### config.mk
export PLATFORM = sky130hd
export DESIGN_NAME = instFetch_flat
export DESIGN_NICKNAME = d
export VERILOG_FILES = /design/src/common/mipsCorePkg.sv /design/src/common/mipsIsaPkg.sv /design/src/common/queueIf.sv /design/src/fetch/instFetch.sv /design/src/flat_wrapper.sv
export VERILOG_INCLUDE_DIRS = /design/src /design/src/common
export SDC_FILE = /design/constraint.sdc
export NUM_CORES = 2
export LEC_CHECK = 0
export BUFFER_PORTS_ARGS = -buffer_cell sky130_fd_sc_hd__buf_2
export CORE_UTILIZATION = 55
export DETAILED_ROUTE_END_ITERATION = 10
export PLACE_DENSITY = 0.71
export SLEW_MARGIN = 20
export SYNTH_ARGS = -nofsm -noshare
export SYNTH_HDL_FRONTEND = slang
export SYNTH_SLANG_ARGS = --single-unit
export TNS_END_PERCENT = 30
### constraint.sdc
create_clock -name CLK -period 4.35 [get_ports CLK]
set_input_delay 0.6525 -clock CLK [delete_from_list [all_inputs] [get_ports CLK]]
set_output_delay 0.6525 -clock CLK [all_outputs]
set_load 0.02 [all_outputs]
### src/common/core_macros.svh
`ifndef CORE_MACROS_SVH
`define CORE_MACROS_SVH

// Datapath and instruction width
`define CORE_WORD_W 32

// Register index, 32 entries
`define CORE_REG_ADDR_W 5

// Instruction memory, bytes and byte address width
`define CORE_MEM_BYTES 512
`define CORE_PC_W 9

// Word index on the program load port
`define CORE_PROG_ADDR_W 7

`define CORE_QUEUE_DEPTH 4

`endif

### src/common/mipsCorePkg.sv
`default_nettype none

package mipsCorePkg;

	// ALU operations, shared by decode and the ALU
	typedef enum logic [3:0] {
		aluAdd,
		aluSub,
		aluAnd,
		aluOr,
		aluNor,
		aluXor,
		aluSlt, // Signed compare
		aluSltu, // Unsigned compare
		aluSll,
		aluSrl,
		aluSra,
		aluLui
	} aluOpE;

	// Fetch sequence, one word per address/read/push round
	typedef enum logic [1:0] {
		fetchIdle,
		fetchAddr,
		fetchRead,
		fetchPush
	} fetchStateE;

	typedef enum logic [1:0] {
		execIdle, // Pop when the queue has a word
		execDecode,
		execExecute,
		execFinished // Holds done until the next start
	} execStateE;

endpackage

`default_nettype wire

### src/common/mipsIsaPkg.sv
`default_nettype none

package mipsIsaPkg;

	// Instruction field positions
	localparam int opcodeLsb = 26;
	localparam int opcodeW = 6;
	localparam int rsLsb = 21;
	localparam int rtLsb = 16;
	localparam int rdLsb = 11;
	localparam int saLsb = 6;
	localparam int functW = 6;
	localparam int immW = 16;

	typedef enum logic [5:0] {
		opSpecial = 6'b000000, // R-type, funct decides
		opAddi = 6'b001000,
		opAddiu = 6'b001001,
		opSlti = 6'b001010,
		opSltiu = 6'b001011,
		opAndi = 6'b001100,
		opOri = 6'b001101,
		opXori = 6'b001110,
		opLui = 6'b001111,
		opHalt = 6'b111111 // End of program, never issued
	} opcodeE;

	typedef enum logic [5:0] {
		fnSll = 6'b000000,
		fnSrl = 6'b000010,
		fnSra = 6'b000011,
		fnSllv = 6'b000100,
		fnSrlv = 6'b000110,
		fnSrav = 6'b000111,
		fnAdd = 6'b100000,
		fnAddu = 6'b100001,
		fnSub = 6'b100010,
		fnSubu = 6'b100011,
		fnAnd = 6'b100100,
		fnOr = 6'b100101,
		fnXor = 6'b100110,
		fnNor = 6'b100111,
		fnSlt = 6'b101010,
		fnSltu = 6'b101011
	} functE;

endpackage

`default_nettype wire

### src/common/queueIf.sv
`timescale 1ns/1ps
`default_nettype none
`include "core_macros.svh"

// Fetch side of the instruction queue
interface fetchPushIf;
	logic push;
	logic [`CORE_WORD_W-1:0] word;
	logic last; // Final word of the program
	logic full;

	modport writer (output push, output word, output last, input full);
	modport queueSide (input push, input word, input last, output full);
endinterface


`default_nettype wire

### src/fetch/instFetch.sv
`timescale 1ns/1ps
`default_nettype none
`include "core_macros.svh"

module instFetch (
	input logic CLK,
	input logic reset,
	input logic progWrite,
	input logic [`CORE_PROG_ADDR_W-1:0] progAddr,
	input logic [`CORE_WORD_W-1:0] progData,
	input logic start,
	fetchPushIf.writer pushPort
);
	import mipsIsaPkg::*;
	import mipsCorePkg::*;

	logic [7:0] mem [0:`CORE_MEM_BYTES-1];
	logic [`CORE_PC_W-1:0] pc;
	logic [`CORE_PC_W-1:0] memAddr;
	logic [`CORE_WORD_W-1:0] readWord;
	logic [`CORE_WORD_W-1:0] heldWord; // One word kept back for the last mark
	logic heldValid;
	logic isHalt;
	logic advance;
	fetchStateE state;

	assign isHalt = (readWord[opcodeLsb +: opcodeW] == opHalt);

	// Held word may move on once the queue takes it, or at once if nothing is held
	assign advance = !heldValid || !pushPort.full;

	// Halt first pushes an all-zero word, which is SLL r0
	assign pushPort.push = (state == fetchPush) && !pushPort.full && (heldValid || isHalt);
	assign pushPort.word = heldValid ? heldWord : '0;
	assign pushPort.last = isHalt;

	// Big-endian load, MSB at the lowest byte
	always_ff @(posedge CLK) begin
		if (progWrite) begin
			mem[{progAddr, 2'b00}] <= progData[31:24];
			mem[{progAddr, 2'b01}] <= progData[23:16];
			mem[{progAddr, 2'b10}] <= progData[15:8];
			mem[{progAddr, 2'b11}] <= progData[7:0];
		end
	end

	always_ff @(posedge CLK) begin
		if (state == fetchAddr)
			memAddr <= pc;
		if (state == fetchRead) begin
			readWord <= {mem[{memAddr[`CORE_PC_W-1:2], 2'b00}],
				mem[{memAddr[`CORE_PC_W-1:2], 2'b01}],
				mem[{memAddr[`CORE_PC_W-1:2], 2'b10}],
				mem[{memAddr[`CORE_PC_W-1:2], 2'b11}]};
		end
		if (state == fetchPush && !isHalt && advance)
			heldWord <= readWord;
	end

	always_ff @(posedge CLK) begin
		if (reset) begin
			state <= fetchIdle;
			pc <= '0;
			heldValid <= 1'b0;
		end else begin
			case (state)
				fetchIdle: begin
					if (start) begin
						pc <= '0;
						heldValid <= 1'b0;
						state <= fetchAddr;
					end
				end
				fetchAddr: state <= fetchRead;
				fetchRead: state <= fetchPush;
				fetchPush: begin
					if (isHalt) begin
						if (!pushPort.full) begin // Last word gone, stop here
							heldValid <= 1'b0;
							state <= fetchIdle;
						end
					end else if (advance) begin
						heldValid <= 1'b1;
						pc <= pc + `CORE_PC_W'(4);
						state <= fetchAddr;
					end
				end
				default: state <= fetchIdle;
			endcase
		end
	end

endmodule

`default_nettype wire

### src/flat_wrapper.sv
// flat-port wrapper written by rule: the top's interface ports become plain ports
module instFetch_flat import mipsIsaPkg::*; import mipsCorePkg::*;
  (CLK, reset, progWrite, progAddr, progData, start, pushPort_push, pushPort_word, pushPort_last, pushPort_full);
  fetchPushIf pushPort_i ();
  input logic CLK;
  input logic reset;
  input logic progWrite;
  input logic [`CORE_PROG_ADDR_W-1:0] progAddr;
  input logic [`CORE_WORD_W-1:0] progData;
  input logic start;
  output wire logic [$bits(pushPort_i.push)-1:0] pushPort_push;
  output wire logic [$bits(pushPort_i.word)-1:0] pushPort_word;
  output wire logic [$bits(pushPort_i.last)-1:0] pushPort_last;
  input wire logic [$bits(pushPort_i.full)-1:0] pushPort_full;
  assign pushPort_push = pushPort_i.push;
  assign pushPort_word = pushPort_i.word;
  assign pushPort_last = pushPort_i.last;
  assign pushPort_i.full = pushPort_full;
  instFetch u_core (.CLK(CLK), .reset(reset), .progWrite(progWrite), .progAddr(progAddr), .progData(progData), .start(start), .pushPort(pushPort_i));
endmodule
### Word-level counts from Yosys, hierarchy flattened

Memories as Yosys holds them, arrays and structs flattened. A register that Yosys moved wholly into a read port is not among the register bits.
Index checks and enable logic that the tools add are counted.

| word-level totals | value |
|---|---|
| memories kept | 1 |
| flip-flop bits (word level) | 53 |
| RAM bits | 4096 |
| input bits | 44 |

| cells by class | value |
|---|---|
| muxes and demuxes | 17 |
| equal/unequal tests | 9 |
| reductions and logical operators | 14 |
| add/subtract/negate cells | 1 |

Memory list:

| name | words | width | read ports | clocked after memory_dff | wr ports | RTL line | text |
|---|---|---|---|---|---|---|---|
| u_core.mem | 512 | 8 | 4 | 4 | 4 | instFetch.sv:17 | `` logic [7:0] mem [0:`CORE_MEM_BYTES-1]; `` |

Operator list:

| cell | count |
|---|---|
| $mux 32 | 1 |
| $mux 9 | 3 |
| $pmux 9 s2 | 1 |
| $add 9x3->9 const B | 1 |
| $mux 2 | 4 |
| $pmux 2 s4 | 1 |
| $reduce_and 4->1 | 2 |
| $eq 6x6->1 const B | 1 |
| $mux 1 | 6 |
| $eq 2x2->1 const B | 2 |
| $logic_and 1x1->1 | 4 |
| $ne 2x2->1 const B | 2 |
| $logic_not 1->1 | 3 |
| $ne 3x1->1 const B | 1 |
| $ne 3x3->1 const B | 1 |
| $reduce_and 3->1 | 1 |
| $eq 2x1->1 const B | 1 |
| $logic_not 2->1 | 1 |
| $logic_or 1x1->1 | 2 |
| $ne 2x1->1 const B | 1 |
| $pmux 1 s2 | 1 |
| $reduce_bool 2->1 | 1 |

### Longest topological paths before layout

| logic depth | value |
|---|---|
| word-level depth | 5 |
| depth in mapped cells | 8 |
| mapped depth without buffers | 7 |

### Least setup slack after synthesis

No wires, ideal clock.

| path | value |
|---|---|
| path type | input to register |
| start point | input port progWrite |
| end point | memory u_core.mem[400][0] (netlist: u_core.mem[100][0]), enable pin |
| path buffers | 1 |
| data arrival time | 3429 ps |
| required time | 3889 ps |
| stages | 3 |
| path slack | 460 ps |
| cells stage by stage | clkbuf_1 -> nand4_1 -> nor3_1 |

RTL lines:

| item | RTL line | text |
|---|---|---|
| from (decl) | flat_wrapper.sv:7 | `input logic progWrite;` |
| to (decl) | instFetch.sv:17 |  |

==> results.yml <==
die:
  io-pin-count: 78
  dieArea_um2: 290000
  initial_core_util: 0.555
  core_um2: 286000
  fp-row-count: 196
  die_w_um: 539
  die_h_um: 539
route:
  drc: 0
  wl_um: 407000
  avgRoutedWirePerCell_um: 37.9
  ant_nets: 0
  first_iter_violations: 10700
  dr_total_vias: 73300
  firstDrtPassIters: 6
  viasPerCell: 6.82
worst_setup_path:
  r2r-start: "u_core.memAddr[4]"
  critical_path.top_delay_family: "multiplexers"
  required_ns: 5.03
  slowest_stage: "edfxtp_1"
  crit_buf_inv: 4
  worstSetupPathType: "reg2reg"
  critPathMostFrequentCell: "buf_12"
  worst_setup_path_end_kind: "register"
  path_max_fanout: 23
  start_kind: "register"
  timing.rr.end: "u_core.readWord[6]"
  rrSetupSlack_ns: 0.42
  slowest_delay_ns: 0.89
  cp.arrival_ns: 4.61
  cp_cell_sequence: "buf_12, buf_12, buf_12, buf_12, mux4_2, mux4_2, mux4_2, mux2_2"
  ff2ff_path_depth: 8
synth:
  postSynthCellCount: 6136
  yosys.area.top_type: "edfxtp_1"
  synth_top_area_share: 0.789
  ys_seq_elements: 4177
  ys_warn_count: 0
  syn-num-nets: 6185
  ys_seq_area_frac: 0.790
  syn_area_per_cell_um2: 25.8
  netlist_area_um2: 159000
  synth.distinct_cells: 36
  ys_top_cells_by_area: "edfxtp_1, mux4_2, clkbuf_1"
pwr:
  ir_worst_vdd_mv: 0.358
  leakage_nw: 55.2
  powerDensity_nw_per_um2: 548
  power_w: 0.0988
global_routing:
  grt_pass1_vias: 73200
  grt_overflow: 0
  grt_pass1_wl_um: 568000
  track_usage: 0.283
  grt_max_degree: 99
  antenna_found_initial: 52
layout:
  fin_nets: 6706
  final_cell_area_um2: 180000
  drive_above_1_share: 0.358
  layout_common_cells: "edfxtp_1, mux4_2, clkbuf_16, buf_4, nor2_4"
  mostFrequentLayoutCell: "edfxtp_1"
  syn2layout_area_growth_pct: 13.6
clock_tree:
  cts_max_level: 5
  cts_setup_buffers: 0
  cts_tree: "done"
  clk_path_buf_depth: 4
  root_buffer: "clkbuf_16"
  numCtsBuffers: 400
  cts_resized: 0
  postCtsHoldBufs: 1
  clock_latency_ns: 0.94
  path_clk_slew_ns: 0.06
  cts_sinks: 4177
placed_design:
  placed_cell_area_um2: 167000
  post-dp-hpwl_um: 225000
  numPortBuffers: 77
  routabilityCongestion: 0.827
sta:
  tns_ns: 0
  hold_viol: 0
  setup_violations: 0
  rsz0062_at_grt: "false"
  finalCriticalPeriod_ns: 3.93
  fmax_mhz: 255
  whs_ns: 0.150
  skew_ns: 0.0343
  slew_headroom: 0.220
  fin_crit_sh: 0.902
  worstMarginPinSlew_ns: 1.17
  slew_viol_final: 0
job:
  max_cap_violations: 0
min_path:
  holdPathEnd: "u_core.state[0]"
  hp-start: "start"
  min_path_cells: 4
  min_path_type: "in2reg"
outcome:
  status: "complete, no violations"
registers in the layout, summed over array words and instances, names as in the netlist:
name and flops:
u_core.heldValid 1, u_core.heldWord 32, u_core.mem 4096, u_core.memAddr 7, u_core.pc 7, u_core.readWord 32
u_core.state 2
through the flow:
step           worst slack (ns)  utilization  instances
6_report                  0.424        0.630      10800
5_1_grt                   0.449        0.630      10700
4_1_cts                   0.455        0.630      10700
3_5_place_dp              0.492        0.586      10000
3_3_place_gp              0.506        0.586      10000
2_1_floorplan             0.460            -       6136
report_power, final:
part           leakage (nW)  internal, W  switching [W]
logic                  11.5      0.00912         0.0108
registers              37.6       0.0448       0.000340
clock network          6.15       0.0193         0.0145
total                  55.2       0.0731         0.0256
kinds of logic after synthesis:
logic type / share of synthesized area
mux: 0.193
compound gates: 0.000805
flops: 0.790
simple gates: 0.00634
buf+inv: 0.00857
fa+ha+maj: 0.000395
xor+xnor: 0.000221
synth_stat cells:
library cell  instances
clkbuf_1            190
mux2i_1               1
o21ai_0               1
nand2_1              21
and2_1               32
o21bai_1              1
a2111oi_0             2
buf_1                45
nand2b_1              3
a21oi_1               2
o21ai_1               2
nand3_1              13
a31oi_1               1
or3_1                 1
a21o_1                2
o21a_1                1
inv_1                 7
nor2_1              133
a41o_1                1
buf_6                 2
mux4_2             1344
ha_1                  5
or2_2                 1
nor2b_1               8
a21boi_0              1
a211oi_1              2
nor3_1               11
edfxtp_1           4167
xnor2_1               4
mux2_2               32
dfxtp_1              10
buf_4                 3
buf_2                81
nand4_1               4
a22oi_1               1
a311oi_1              1
area by class of cell:
class                           count  area, um2
Inverter                            7       26.3
Tap cell                         3762       4710
Antenna cell                       22       55.1
Clock inverter                    235       2080
Fill cell                       18000     106000
Timing Repair Buffer              440       4540
Multi-Input combinational cell   1631      32900
Clock buffer                      480      10500
Sequential cell                  4177     125000
layer usage:
metal  vias to the layer above  routed length [um]  GRT usage
met5                         -                 110          0
met4                        18               13900     0.0940
met3                       636               49600     0.0745
li1                      28000                   -          -
met1                     39800              149000      0.395
met2                      4868              194000      0.440
worst register-to-register path: cells and delay by family (launching register included):
| family | cells | cell delay (ns) |
|---|---|---|
| DFF | 1 | 0.89 |
| buffers and inverters | 4 | 0.90 |
| muxes | 4 | 1.89 |
worst max-delay path by stage:
stage,start,end,cells past startpoint
CTS,u_core.heldValid,pushPort_word[0],3
detailed placement,u_core.memAddr[4],u_core.readWord[6],8
floorplan,progWrite,u_core.mem[100][0],3
finish,u_core.memAddr[4],u_core.readWord[6],8
global route,u_core.memAddr[4],u_core.readWord[6],8
global placement,u_core.memAddr[4],u_core.readWord[6],8
(Power assumes the default switching activity.)
