File: src/common/core_macros.svh
`ifndef CORE_MACROS_SVH
`define CORE_MACROS_SVH

// Datapath and instruction width
`define CORE_WORD_W 32

// Register index, 32 entries
`define CORE_REG_ADDR_W 5

// Instruction memory, bytes and byte address width
`define CORE_MEM_BYTES 512
`define CORE_PC_W 9

// Word index on the program load port
`define CORE_PROG_ADDR_W 7

`define CORE_QUEUE_DEPTH 4

`endif

File: src/common/queueIf.sv
`timescale 1ns/1ps
`default_nettype none
`include "core_macros.svh"

// Fetch side of the instruction queue
interface fetchPushIf;
	logic push;
	logic [`CORE_WORD_W-1:0] word;
	logic last; // Final word of the program
	logic full;

	modport writer (output push, output word, output last, input full);
	modport queueSide (input push, input word, input last, output full);
endinterface

// Execute side, head entry is always visible
interface issuePopIf;
	logic pop;
	logic [`CORE_WORD_W-1:0] word;
	logic last;
	logic empty;

	modport reader (output pop, input word, input last, input empty);
	modport queueSide (input pop, output word, output last, output empty);
endinterface

`default_nettype wire

File: src/instQueue.sv
`timescale 1ns/1ps
`default_nettype none
`include "core_macros.svh"

module instQueue #(
	parameter int depth = `CORE_QUEUE_DEPTH
) (
	input logic CLK,
	input logic reset,
	fetchPushIf.queueSide pushPort,
	issuePopIf.queueSide popPort
);
	localparam int ptrW = (depth > 1) ? $clog2(depth) : 1;
	localparam int cntW = $clog2(depth + 1);

	logic [`CORE_WORD_W-1:0] wordMem [0:depth-1];
	logic lastMem [0:depth-1];
	logic [ptrW-1:0] wrPtr;
	logic [ptrW-1:0] rdPtr;
	logic [cntW-1:0] count;
	logic doPush;
	logic doPop;

	// Wraps at depth, also for depths that are not a power of two
	function automatic logic [ptrW-1:0] nextPtr(input logic [ptrW-1:0] ptr);
		if (ptr == ptrW'(depth - 1))
			return '0;
		return ptr + 1'b1;
	endfunction

	assign doPush = pushPort.push && !pushPort.full;
	assign doPop = popPort.pop && !popPort.empty;

	assign pushPort.full = (count == cntW'(depth));
	assign popPort.empty = (count == '0);
	assign popPort.word = wordMem[rdPtr];
	assign popPort.last = lastMem[rdPtr];

	always_ff @(posedge CLK) begin
		if (doPush) begin
			wordMem[wrPtr] <= pushPort.word;
			lastMem[wrPtr] <= pushPort.last;
		end
	end

	always_ff @(posedge CLK) begin
		if (reset) begin
			wrPtr <= '0;
			rdPtr <= '0;
			count <= '0;
		end else begin
			if (doPush)
				wrPtr <= nextPtr(wrPtr);
			if (doPop)
				rdPtr <= nextPtr(rdPtr);
			case ({doPush, doPop})
				2'b10: count <= count + 1'b1;
				2'b01: count <= count - 1'b1;
				default: count <= count; // Both or neither
			endcase
		end
	end

endmodule

`default_nettype wire

File: src/flat_wrapper.sv
// flat-port wrapper written by rule: the top's interface ports become plain ports
module instQueue_flat 
#(
	parameter int depth = `CORE_QUEUE_DEPTH
)
  (CLK, reset, pushPort_push, pushPort_word, pushPort_last, pushPort_full, popPort_pop, popPort_word, popPort_last, popPort_empty);
  fetchPushIf pushPort_i ();
  issuePopIf popPort_i ();
  input logic CLK;
  input logic reset;
  input wire logic [$bits(pushPort_i.push)-1:0] pushPort_push;
  input wire logic [$bits(pushPort_i.word)-1:0] pushPort_word;
  input wire logic [$bits(pushPort_i.last)-1:0] pushPort_last;
  output wire logic [$bits(pushPort_i.full)-1:0] pushPort_full;
  input wire logic [$bits(popPort_i.pop)-1:0] popPort_pop;
  output wire logic [$bits(popPort_i.word)-1:0] popPort_word;
  output wire logic [$bits(popPort_i.last)-1:0] popPort_last;
  output wire logic [$bits(popPort_i.empty)-1:0] popPort_empty;
  assign pushPort_i.push = pushPort_push;
  assign pushPort_i.word = pushPort_word;
  assign pushPort_i.last = pushPort_last;
  assign pushPort_full = pushPort_i.full;
  assign popPort_i.pop = popPort_pop;
  assign popPort_word = popPort_i.word;
  assign popPort_last = popPort_i.last;
  assign popPort_empty = popPort_i.empty;
  instQueue #(.depth(depth)) u_core (.CLK(CLK), .reset(reset), .pushPort(pushPort_i), .popPort(popPort_i));
endmodule
File: config.mk
export PLATFORM = sky130hd
export DESIGN_NAME = instQueue_flat
export DESIGN_NICKNAME = d
export VERILOG_FILES = /design/src/common/queueIf.sv /design/src/instQueue.sv /design/src/flat_wrapper.sv
export VERILOG_INCLUDE_DIRS = /design/src /design/src/common
export SDC_FILE = /design/constraint.sdc
export NUM_CORES = 1
export LEC_CHECK = 0
export ABC_AREA = 1
export BUFFER_PORTS_ARGS = -buffer_cell sky130_fd_sc_hd__buf_2
export CAP_MARGIN = 20
export CORE_MARGIN = 2
export CORE_UTILIZATION = 35
export CTS_CLUSTER_SIZE = 20
export DETAILED_ROUTE_END_ITERATION = 10
export PLACE_DENSITY = 0.64
export SLEW_MARGIN = 40
export SYNTH_ARGS = -nofsm -noshare
export SYNTH_HDL_FRONTEND = slang
export SYNTH_SLANG_ARGS = --single-unit
File: constraint.sdc
create_clock -name CLK -period 5.8 [get_ports CLK]
set_clock_uncertainty 0.2 [all_clocks]
set_input_delay 0.58 -clock CLK [delete_from_list [all_inputs] [get_ports CLK]]
set_output_delay 0.58 -clock CLK [all_outputs]
set_load 0.005 [all_outputs]
# Word-level counts from Yosys, hierarchy flattened

Memory sizes are Yosys's and may differ from the RTL's. A register that Yosys moved wholly into a read port is not among the register bits.
Index checks and enable logic that the tools add are counted.

Bits in writable memories: 132
Output and inout bits: 35
Register bits after elaboration: 7
Memories kept: 2
Word-level logic and storage cells: 37

Equal/unequal tests: 5
Add/subtract/negate cells: 4
Reduce and logical (&&, ||, !) cells: 6
Muxes and demuxes: 17

Memories:

| name           | words | width | rd ports | clocked after memory_dff | wr ports | RTL line        | source |
|---|---|---|---|---|---|---|---|
| u_core.wordMem | 4     | 32    | 1        | 1                        | 1        | instQueue.sv:16 | `` logic [`CORE_WORD_W-1:0] wordMem [0:depth-1]; `` |
| u_core.lastMem | 4     | 1     | 1        | 1                        | 1        | instQueue.sv:17 | `logic lastMem [0:depth-1];` |

Operators with widths:

| operator              | count |
|---|---|
| $mux W2               | 8 |
| $mux W1               | 8 |
| $eq A2 B2 Y1 const B  | 3 |
| $pmux W3 S2           | 1 |
| $add A2 B1 Y2 const B | 2 |
| $add A3 B1 Y3 const B | 1 |
| $eq A3 B3 Y1 const B  | 1 |
| $logic_not A3 Y1      | 1 |
| $sub A3 B1 Y3 const B | 1 |
| $eq A2 B1 Y1 const B  | 1 |
| $logic_and A1 B1 Y1   | 2 |
| $logic_not A1 Y1      | 2 |
| $reduce_bool A2 Y1    | 1 |

# Logic depth before layout (Yosys ltp)

Gate-level depths: netlist of the first run.

Depth after elaboration: 8
Mapped depth: 13
Mapped depth without buffers: 13

# Worst setup path before layout of the first run

No wires, ideal clock.

Path type: input-to-reg
Start point: in pushPort_push
End point: mem u_core.lastMem[0], enable pin
Arrival time: 2.094 ns
Data required time: 5.177 ns
Path buffers: 0
Setup time: 0.423 ns
Setup slack: 3.083 ns
Stages: 2
Cells stage by stage: nand2_1 > nor2_1

Cells in the longest elaborated chain, start to end: 3

Ends and longest elaborated chain:

| element                       | RTL line           | source |
|---|---|---|
| start, declared               | flat_wrapper.sv:11 | `input wire logic [$bits(pushPort_i.push)-1:0] pushPort_push;` |
| $logic_and A1 B1 Y1           | instQueue.sv:31    | `assign doPush = pushPort.push && !pushPort.full;` |
| $mux W1                       | instQueue.sv:40    | `if (doPush) begin` |
| $mux W1 (not written as such) | instQueue.sv:42    | `lastMem[wrPtr] <= pushPort.last;` |
| end, declared                 | instQueue.sv:17    |  |

No other way between the ends.

==> results of run 1 <==
-- worst max-delay path, stage by stage, from the launching register on --
cell and delay (ns):
dfxtp_1 0.30, buf_4 0.24, inv_2 0.49, o21ai_0 0.23, o22ai_1 0.21, buf_2 0.16
-- worst min path at each step --
stage | from | to | slack, ns
2_1_floorplan | u_core.rdPtr[1] | register | 0.28
3_3_place_gp | u_core.count[0] | u_core.count[0] | 0.31
3_5_place_dp | u_core.rdPtr[1] | register | 0.32
4_1_cts | pushPort_word[14] | u_core.wordMem[3][14] | 0.16
5_1_grt | pushPort_word[12] | u_core.wordMem[3][12] | 0.16
6_report | pushPort_word[14] | u_core.wordMem[0][14] | 0.18
-- area by class of cell --
cell class	instances	area, um2	share of cell area
inverters	20	77.57	0.01185
clock buffers	21	440.4	0.06725
well taps	188	235.2	0.03592
clock inverters	11	76.32	0.01165
repair buffers	79	498.0	0.07604
diodes	1	2.502	0.0003821
multi-input cells	210	1074	0.1639
flip-flops and latches	141	4145	0.6330
-- stage by stage --
step | total power, uW | instance area, um2 | std cells | hold slack [ns]
2_1_floorplan | 1742 | 5428 | 391 | 0.2827
3_3_place_gp | 1980 | 5899 | 632 | 0.3135
3_5_place_dp | 2027 | 6030 | 638 | 0.3175
4_1_cts | 2980 | 6546 | 670 | 0.1609
5_1_grt | 3114 | 6546 | 670 | 0.1630
6_report | 2944 | 6549 | 671 | 0.1762
-- report_power, final --
part / switching [uW] / internal [uW] / total [uW] / leakage, uW
logic: 466 / 268 / 735 / 0.000831
registers: 30.3 / 1230 / 1260 / 0.00129
clock network: 376 / 577 / 953 / 0.000252
total: 872 / 2070 / 2940 / 0.00237
-- synth_stat cells --
library cell,number,area share
a21oi_1,5,0.0046
buf_2,7,0.0065
buf_6,9,0.019
buf_8,1,0.0028
clkbuf_1,1,0.00069
clkbuf_2,2,0.0018
dfxtp_1,9,0.033
edfxtp_1,132,0.73
fa_1,1,0.0037
ha_1,6,0.014
inv_1,18,0.012
inv_2,2,0.0014
nand2_1,14,0.0097
nand3_1,2,0.0018
nand3b_1,2,0.0028
nand4_1,1,0.0012
nor2_1,78,0.054
o21ai_0,50,0.046
o21ai_1,18,0.017
o22ai_1,33,0.038
-- metal layers --
metal	vias to the layer above	routed length [um]	GRT usage	part of all wire
met1	1569	4854	0.1727	0.44
met2	87	5406	0.2322	0.49
met4	0	150	0.05371	0.014
met3	15	656	0.05447	0.059
met5	-	0	0	0
li1	1594	-	-	-
-- flip-flops by register name, summed over array words and instances, names as in the netlist, named ones only --
| register | cells |
|---|---|
| u_core.count | 3 |
| u_core.wordMem | 128 |
| u_core.rdPtr | 2 |
| u_core.wrPtr | 2 |
| u_core.lastMem | 4 |
-- cells by family after synthesis --
family / after synthesis
adder cells (fa/ha/maj): 7
AND/OR/NAND/NOR: 97
flip-flops: 141
AO/OA/AOI/OAI: 106
buffers and inverters: 40
==> results by group, run 1 <==
Clocking
  • Clock latency on the worst-skew pair: 0.42 ns
  • Clock Path Buffers: 2
  • Resized cells post-CTS: 0
  • # Post-CTS Setup Buffers: 0
  • CTS clk-pin slew, worst paths: ~0.050 ns
  • Hold_buf cts: 0
  • H-tree depth: 4
  • Clk sink count: 141
  • CTS Root Cell: clkbuf_16
  • Num CTS Buffers: 17
  • CTS tree: yes

Worst setup path
  • Crit Reg-Reg Endpoint: u_core.count[2]
  • Arrival time worst endpoint: about 2.1 ns
  • CP endpoint: popPort_word[29]
  • Cell count of the worst reg-to-reg path: 12
  • Startpoint Class: register
  • RR Startpoint: u_core.count[1]
  • Crit. End Element: output pin
  • Critical Setup Path Class: reg -> out
  • Flop-to-flop setup slack: 3.52 ns
  • Biggest fanout along the worst timing path: 34
  • Worst Path Required: ~5.0 ns

Power and ir drop
  • Pwr/cell area: 449.6 nW/um2
  • Static leakage: 0.002369 uW
  • Worst IR Drop VDD: 0.2355 mV

Route
  • Drt first pass iters: 5
  • DR vias: 3265
  • Drt total wl: 11.07 mm
  • Drt initial violations: 214
  • Via-per-instance ratio: 4.866
  • Routed wire per std cell: 16.49 um
  • Antenna Violating Nets Remaining: 0
  • Remaining DRCs: 0

Synth
  • Number of distinct library cells after synthesis: 20
  • Area share of fa/ha/maj cells after synthesis: 0.01752
  • Post-Synth Simple-Gate Area: 0.06939
  • Synth warnings: 0
  • Largest family of logic cells by synthesized area: compound AO/OA/AOI/OAI gates
  • Synth Register Bits: 141
  • Mean post-synth cell area: approximately 14 um2
  • Post-Synth XOR/XNOR Area: 0
  • Syn_nets: 435
  • Mapped cell area: 5428 um2
  • Register area share after synthesis: 0.7635
  • Mux share of post-synthesis cell area: 0
  • Synth Instances: 391
  • Compound-cell area share of the yosys netlist: 0.1053

STA
  • Crit share post-route: 0.4902
  • Number of setup violations in the final report: 0
  • Minimum clock period: 2.843 ns
  • Slew Limit Fails: 0
  • Fin. Hold Viols: 0
  • F_max: around 350 MHz
  • Final worst slack: 2.957 ns
  • Max-slew headroom: 0.5534
  • Total negative slack: 0 ns
  • RSZ-0062 raised after global routing: no
  • Worst-Margin Slew: between 0.6 and 0.7 ns

GRT
  • Initial antenna violation count: 1
  • Largest net degree at the start of global routing: 67
  • Global Route Usage Sum: 0.1423
  • Global-route wire length before repair: 17.35 mm
  • Vias in the first global route: 3311
  • Total grt overflow: 0

Placed design
  • Final RePlAce weighted congestion: roughly 0.7
  • Port bufs: ~70
  • Pre-CTS WS: between 3 and 4 ns
  • Post-DP HPWL: 6.736 mm

Final layout
  • Filler instances: ~1400
  • Most frequent cells in the layout: 132 x edfxtp_1, 74 x nor2_1, 71 x buf_2
  • Area growth syn-to-layout: 20.65%
  • Commonest non-fill, non-tap cell in the layout: edfxtp_1
  • Layout cells sized above 1: 0.2261
  • Fin util: 0.4308
  • Nets: 513

Floorplan
  • Io pins: 72
  • Die Area: 16520 um2
  • Die H: 128.5 um
  • Initial core utilization: 0.3570
  • Rows: 45
  • Core area: about 15000 um2
  • Die width: 128.5 um

Min path
  • Hold Crit Depth: 1
  • Min-Delay Path Class: in -> reg

Run status
  • Outcome: finished clean

Job
  • Max-cap violation count: 0
No activity file was read; power rests on OpenSTA's default activity.
==> inputs of run 2 (changes only) <==
--- a/config.mk
+++ b/config.mk
@@ -6,14 +6,14 @@
 export SDC_FILE = /design/constraint.sdc
 export NUM_CORES = 1
 export LEC_CHECK = 0
-export ABC_AREA = 1
+export ABC_AREA = 0
 export BUFFER_PORTS_ARGS = -buffer_cell sky130_fd_sc_hd__buf_2
 export CAP_MARGIN = 20
 export CORE_MARGIN = 2
 export CORE_UTILIZATION = 35
 export CTS_CLUSTER_SIZE = 20
 export DETAILED_ROUTE_END_ITERATION = 10
-export PLACE_DENSITY = 0.64
+export PLACE_DENSITY = 0.66
 export SLEW_MARGIN = 40
 export SYNTH_ARGS = -nofsm -noshare
 export SYNTH_HDL_FRONTEND = slang
==> constraint.sdc (replaced) <==
create_clock -name CLK -period 2.5 [get_ports CLK]
set_clock_uncertainty 0.2 [all_clocks]
set_input_delay 0.25 -clock CLK [delete_from_list [all_inputs] [get_ports CLK]]
set_output_delay 0.25 -clock CLK [all_outputs]
set_load 0.005 [all_outputs]
==> results by group, run 2 <==
Power and ir drop
  • Static leakage: between 0.002 and 0.0025 uW
  • Comb pwr share: 0.195
  • Sequential power share: 0.438
  • Switching share of total power: 0.2360
  • Clk pwr share: 0.366
  • Int Power: 5089 uW
  • Worst IR Drop VDD: 0.5482 mV
  • Pwr/cell area: ~970 nW/um2
  • Switching power: ~1600 uW

GRT
  • Vias in the first global route: 2818
  • Global-route wire length before repair: 14.77 mm
  • Grt met1 use: 0.1519
  • Global Route Usage Sum: 0.1247
  • Initial antenna violation count: 0
  • Total grt overflow: 0
  • GRT busiest layer: met2
  • Met2 usage: 0.2054
  • Largest net degree at the start of global routing: 34
  • Met3 Use GR: 0.03922

STA
  • Number of setup violations in the final report: 0
  • F_max: 417.6 MHz
  • Crit share post-route: 0.9579
  • Fin. Hold Viols: 0
  • Minimum clock period: 2.395 ns
  • Max-slew headroom: 0.6359
  • Hold WS: roughly 0.13 ns
  • Total negative slack: 0 ns
  • Worst-Margin Slew: 0.5462 ns
  • Final worst slack: 0.1052 ns
  • Slew Limit Fails: 0

Final layout
  • Largest register FFs: 128
  • Commonest non-fill, non-tap cell in the layout: edfxtp_1
  • Most flops, register: u_core.wordMem
  • Most frequent cells in the layout: 132 x edfxtp_1, 71 x buf_2, 35 x dlygate4sd3_1
  • Filler instances: 1219
  • Top flop regs: u_core.wordMem (128), u_core.lastMem (4), u_core.count (3)
  • Nets: 397
  • Final Cell Area: 6835 um2
  • Diode count: 0
  • Layout cells sized above 1: 0.4262
  • Area growth syn-to-layout: 30.13%

Synth
  • Async S/R FF share, synth: 0
  • Syn_nets: 271
  • Post-synth EDFFs: 132
  • Mean post-synth cell area: 23.14 um2
  • Register area share after synthesis: 0.7889
  • Synth top area cells: edfxtp_1 75%, mux4_2 14%, dfxtp_1 3.4%, ha_1 1.4%, inv_1 0.57%
  • Top-area cell type share of the netlist area: 0.7546
  • Number of distinct library cells after synthesis: 28
  • Synth warnings: 0
  • Synth Register Bits: 141
  • Synth area leader: edfxtp_1
  • Synth Instances: 227
  • Commonest cells post-synth: 132 x edfxtp_1, 33 x mux4_2, 9 x dfxtp_1
  • Mapped cell area: 5253 um2
  • Most common cell in the synthesized netlist: edfxtp_1
  • Main synth FF type: edfxtp_1

Worst setup path
  • Biggest fanout along the worst timing path: 4
  • CP bufs+invs: 2
  • Arrival time worst endpoint: 2.53 ns
  • Cell count of the worst reg-to-reg path: 9
  • Cell repeated most along the worst path: inv_1
  • Critical path's top delay family: simple AND/OR/NAND/NOR gates
  • Startpoint Class: register
  • Critical Setup Path Class: reg -> reg
  • Crit Reg-Reg Endpoint: u_core.count[2]
  • Flop-to-flop setup slack: 0.11 ns
  • Slowest library cell on the worst path: or3b_4
  • Worst Path Required: 2.64 ns
  • Max stage delay on crit path: 0.38 ns
  • Crit. End Element: register
  • RR Startpoint: u_core.count[2]
  • Crit-path cells: or3b_4 -> and2_4 -> inv_1 -> ha_2 -> inv_1 -> fa_2 -> xor2_1 -> or3_4 -> a21oi_2

Clocking
  • Num CTS Buffers: 17
  • CTS Root Cell: clkbuf_16
  • Clock Path Buffers: 2
  • Clk sink count: 141
  • Clock latency on the worst-skew pair: 0.40 ns
  • H-tree depth: 4
  • CTS tree: yes
  • CTS clk-pin slew, worst paths: ~0.060 ns

Job
  • Max-cap violation count: 0

Floorplan
  • Initial core utilization: 0.3600
  • Die width: 126.5 um
  • Io pins: 72
  • Die H: 126.5 um
  • Rows: 44
  • Die Area: 16000 um2
  • Core area: approximately 15000 um2

Route
  • Remaining DRCs: 0
  • Via-per-instance ratio: 4.671
  • Drt total wl: just over 9 mm
  • Drt initial violations: 121
  • Drt first pass iters: 4
  • Routed wire per std cell: approximately 17 um
  • Antenna Violating Nets Remaining: 0
  • DR vias: roughly 2600

Placed design
  • Final RePlAce weighted congestion: 0.6414
  • Post-DP HPWL: 5.517 mm
  • Pre-CTS WS: roughly 0.024 ns
  • Area post-placement: between 5000 and 6000 um2
  • Port bufs: 71

Min path
  • HP Start: popPort_pop
  • Hold Crit Depth: 5
  • Min-Delay Path Class: in -> reg

Run status
  • Outcome: finished clean
==> run 2: cell types whose count changed after synthesis, moves of 8 or more <==
cell     before  now
buf_6         9    1
inv_1        18    8
mux4_2        0   33
nand2_1      14    1
nor2_1       78    4
o21ai_0      50    1
o21ai_1      18    0
o22ai_1      33    0
==> run 2: stage by stage <==
| stage | std cells | total power, uW | utilization |
|---|---|---|---|
| 3_5_place_dp | 481 | 4243 | 0.4029 |
| 4_1_cts | 548 | 6743 | 0.4668 |
| 6_report | 550 | 6660 | 0.4685 |
| 2_1_floorplan | 227 | 3735 | - |
| 5_1_grt | 550 | 6967 | 0.4685 |
| 3_3_place_gp | 481 | 4194 | 0.4021 |
==> run 2: worst min-delay path, stage by stage <==
cell     delay [ns]
buf_2          0.08
o31ai_1        0.08
buf_4          0.15
nand2_1        0.06
a21oi_1        0.07
==> run 2: logic make-up (layout without fill, tap and decap cells) <==
group / Yosys count / after routing / share of synthesized area
AOI/OAI and AO/OA: 8 / 8 / 0.01000
adders and majority gates: 7 / 7 / 0.01810
and+or+nand+nor: 17 / 17 / 0.01882
buffers and inverters: 18 / 157 / 0.01739
muxes: 34 / 34 / 0.1434
DFF: 141 / 141 / 0.7889
xor gates and xnor gates: 2 / 2 / 0.003336
==> run 2: what timing repair did <==
action | in CTS | in global routing
hold endpoints to repair | 141 | 0
setup buffers | 0 | 2
endpoints found under the setup margin | 0 | 1
hold buffers | 35 | 0
resized for setup | 0 | 3
==> run 2: final cells by class <==
cell class	count	area (um2)	area share
sequential	141	4148	0.6068
clock inverter	13	148.9	0.02178
inverter	8	30.03	0.004393
multi-input combinational	68	1045	0.1528
tap	184	230.2	0.03368
timing repair buffer	117	800.8	0.1172
clock buffer	19	432.9	0.06334
==> run 2: power groups by stage <==
stage / clock (uW) / sequential [uW] / combinational, uW
after global routing: 2580 / 2940 / 1450
after floorplan: 0 / 2940 / 798
after detailed placement: 0 / 2970 / 1270
after CTS: 2500 / 2920 / 1320
final: 2440 / 2920 / 1300
after global placement: 0 / 2960 / 1240
==> run 2: per-layer routing <==
metal / routed length (um) / up-vias
li1: - / 1192
met4: 144 / 0
met3: 433 / 10
met5: 0 / -
met2: 4868 / 61
met1: 3829 / 1306
==> run 2: worst max-delay path by stage <==
| stage | depth (start not counted) | endpoint | slack [ns] | start |
|---|---|---|---|---|
| floorplan | 10 | u_core.count[2] | 0.01 | u_core.count[1] |
| finish | 9 | u_core.count[2] | 0.11 | u_core.count[2] |
| CTS | 9 | u_core.count[2] | 0.01 | u_core.count[2] |
| global route | 9 | u_core.count[2] | -0.0006 | u_core.count[2] |
| detailed placement | 9 | u_core.count[2] | 0.02 | u_core.count[2] |
| global placement | 9 | u_core.count[2] | 0.1 | u_core.count[2] |
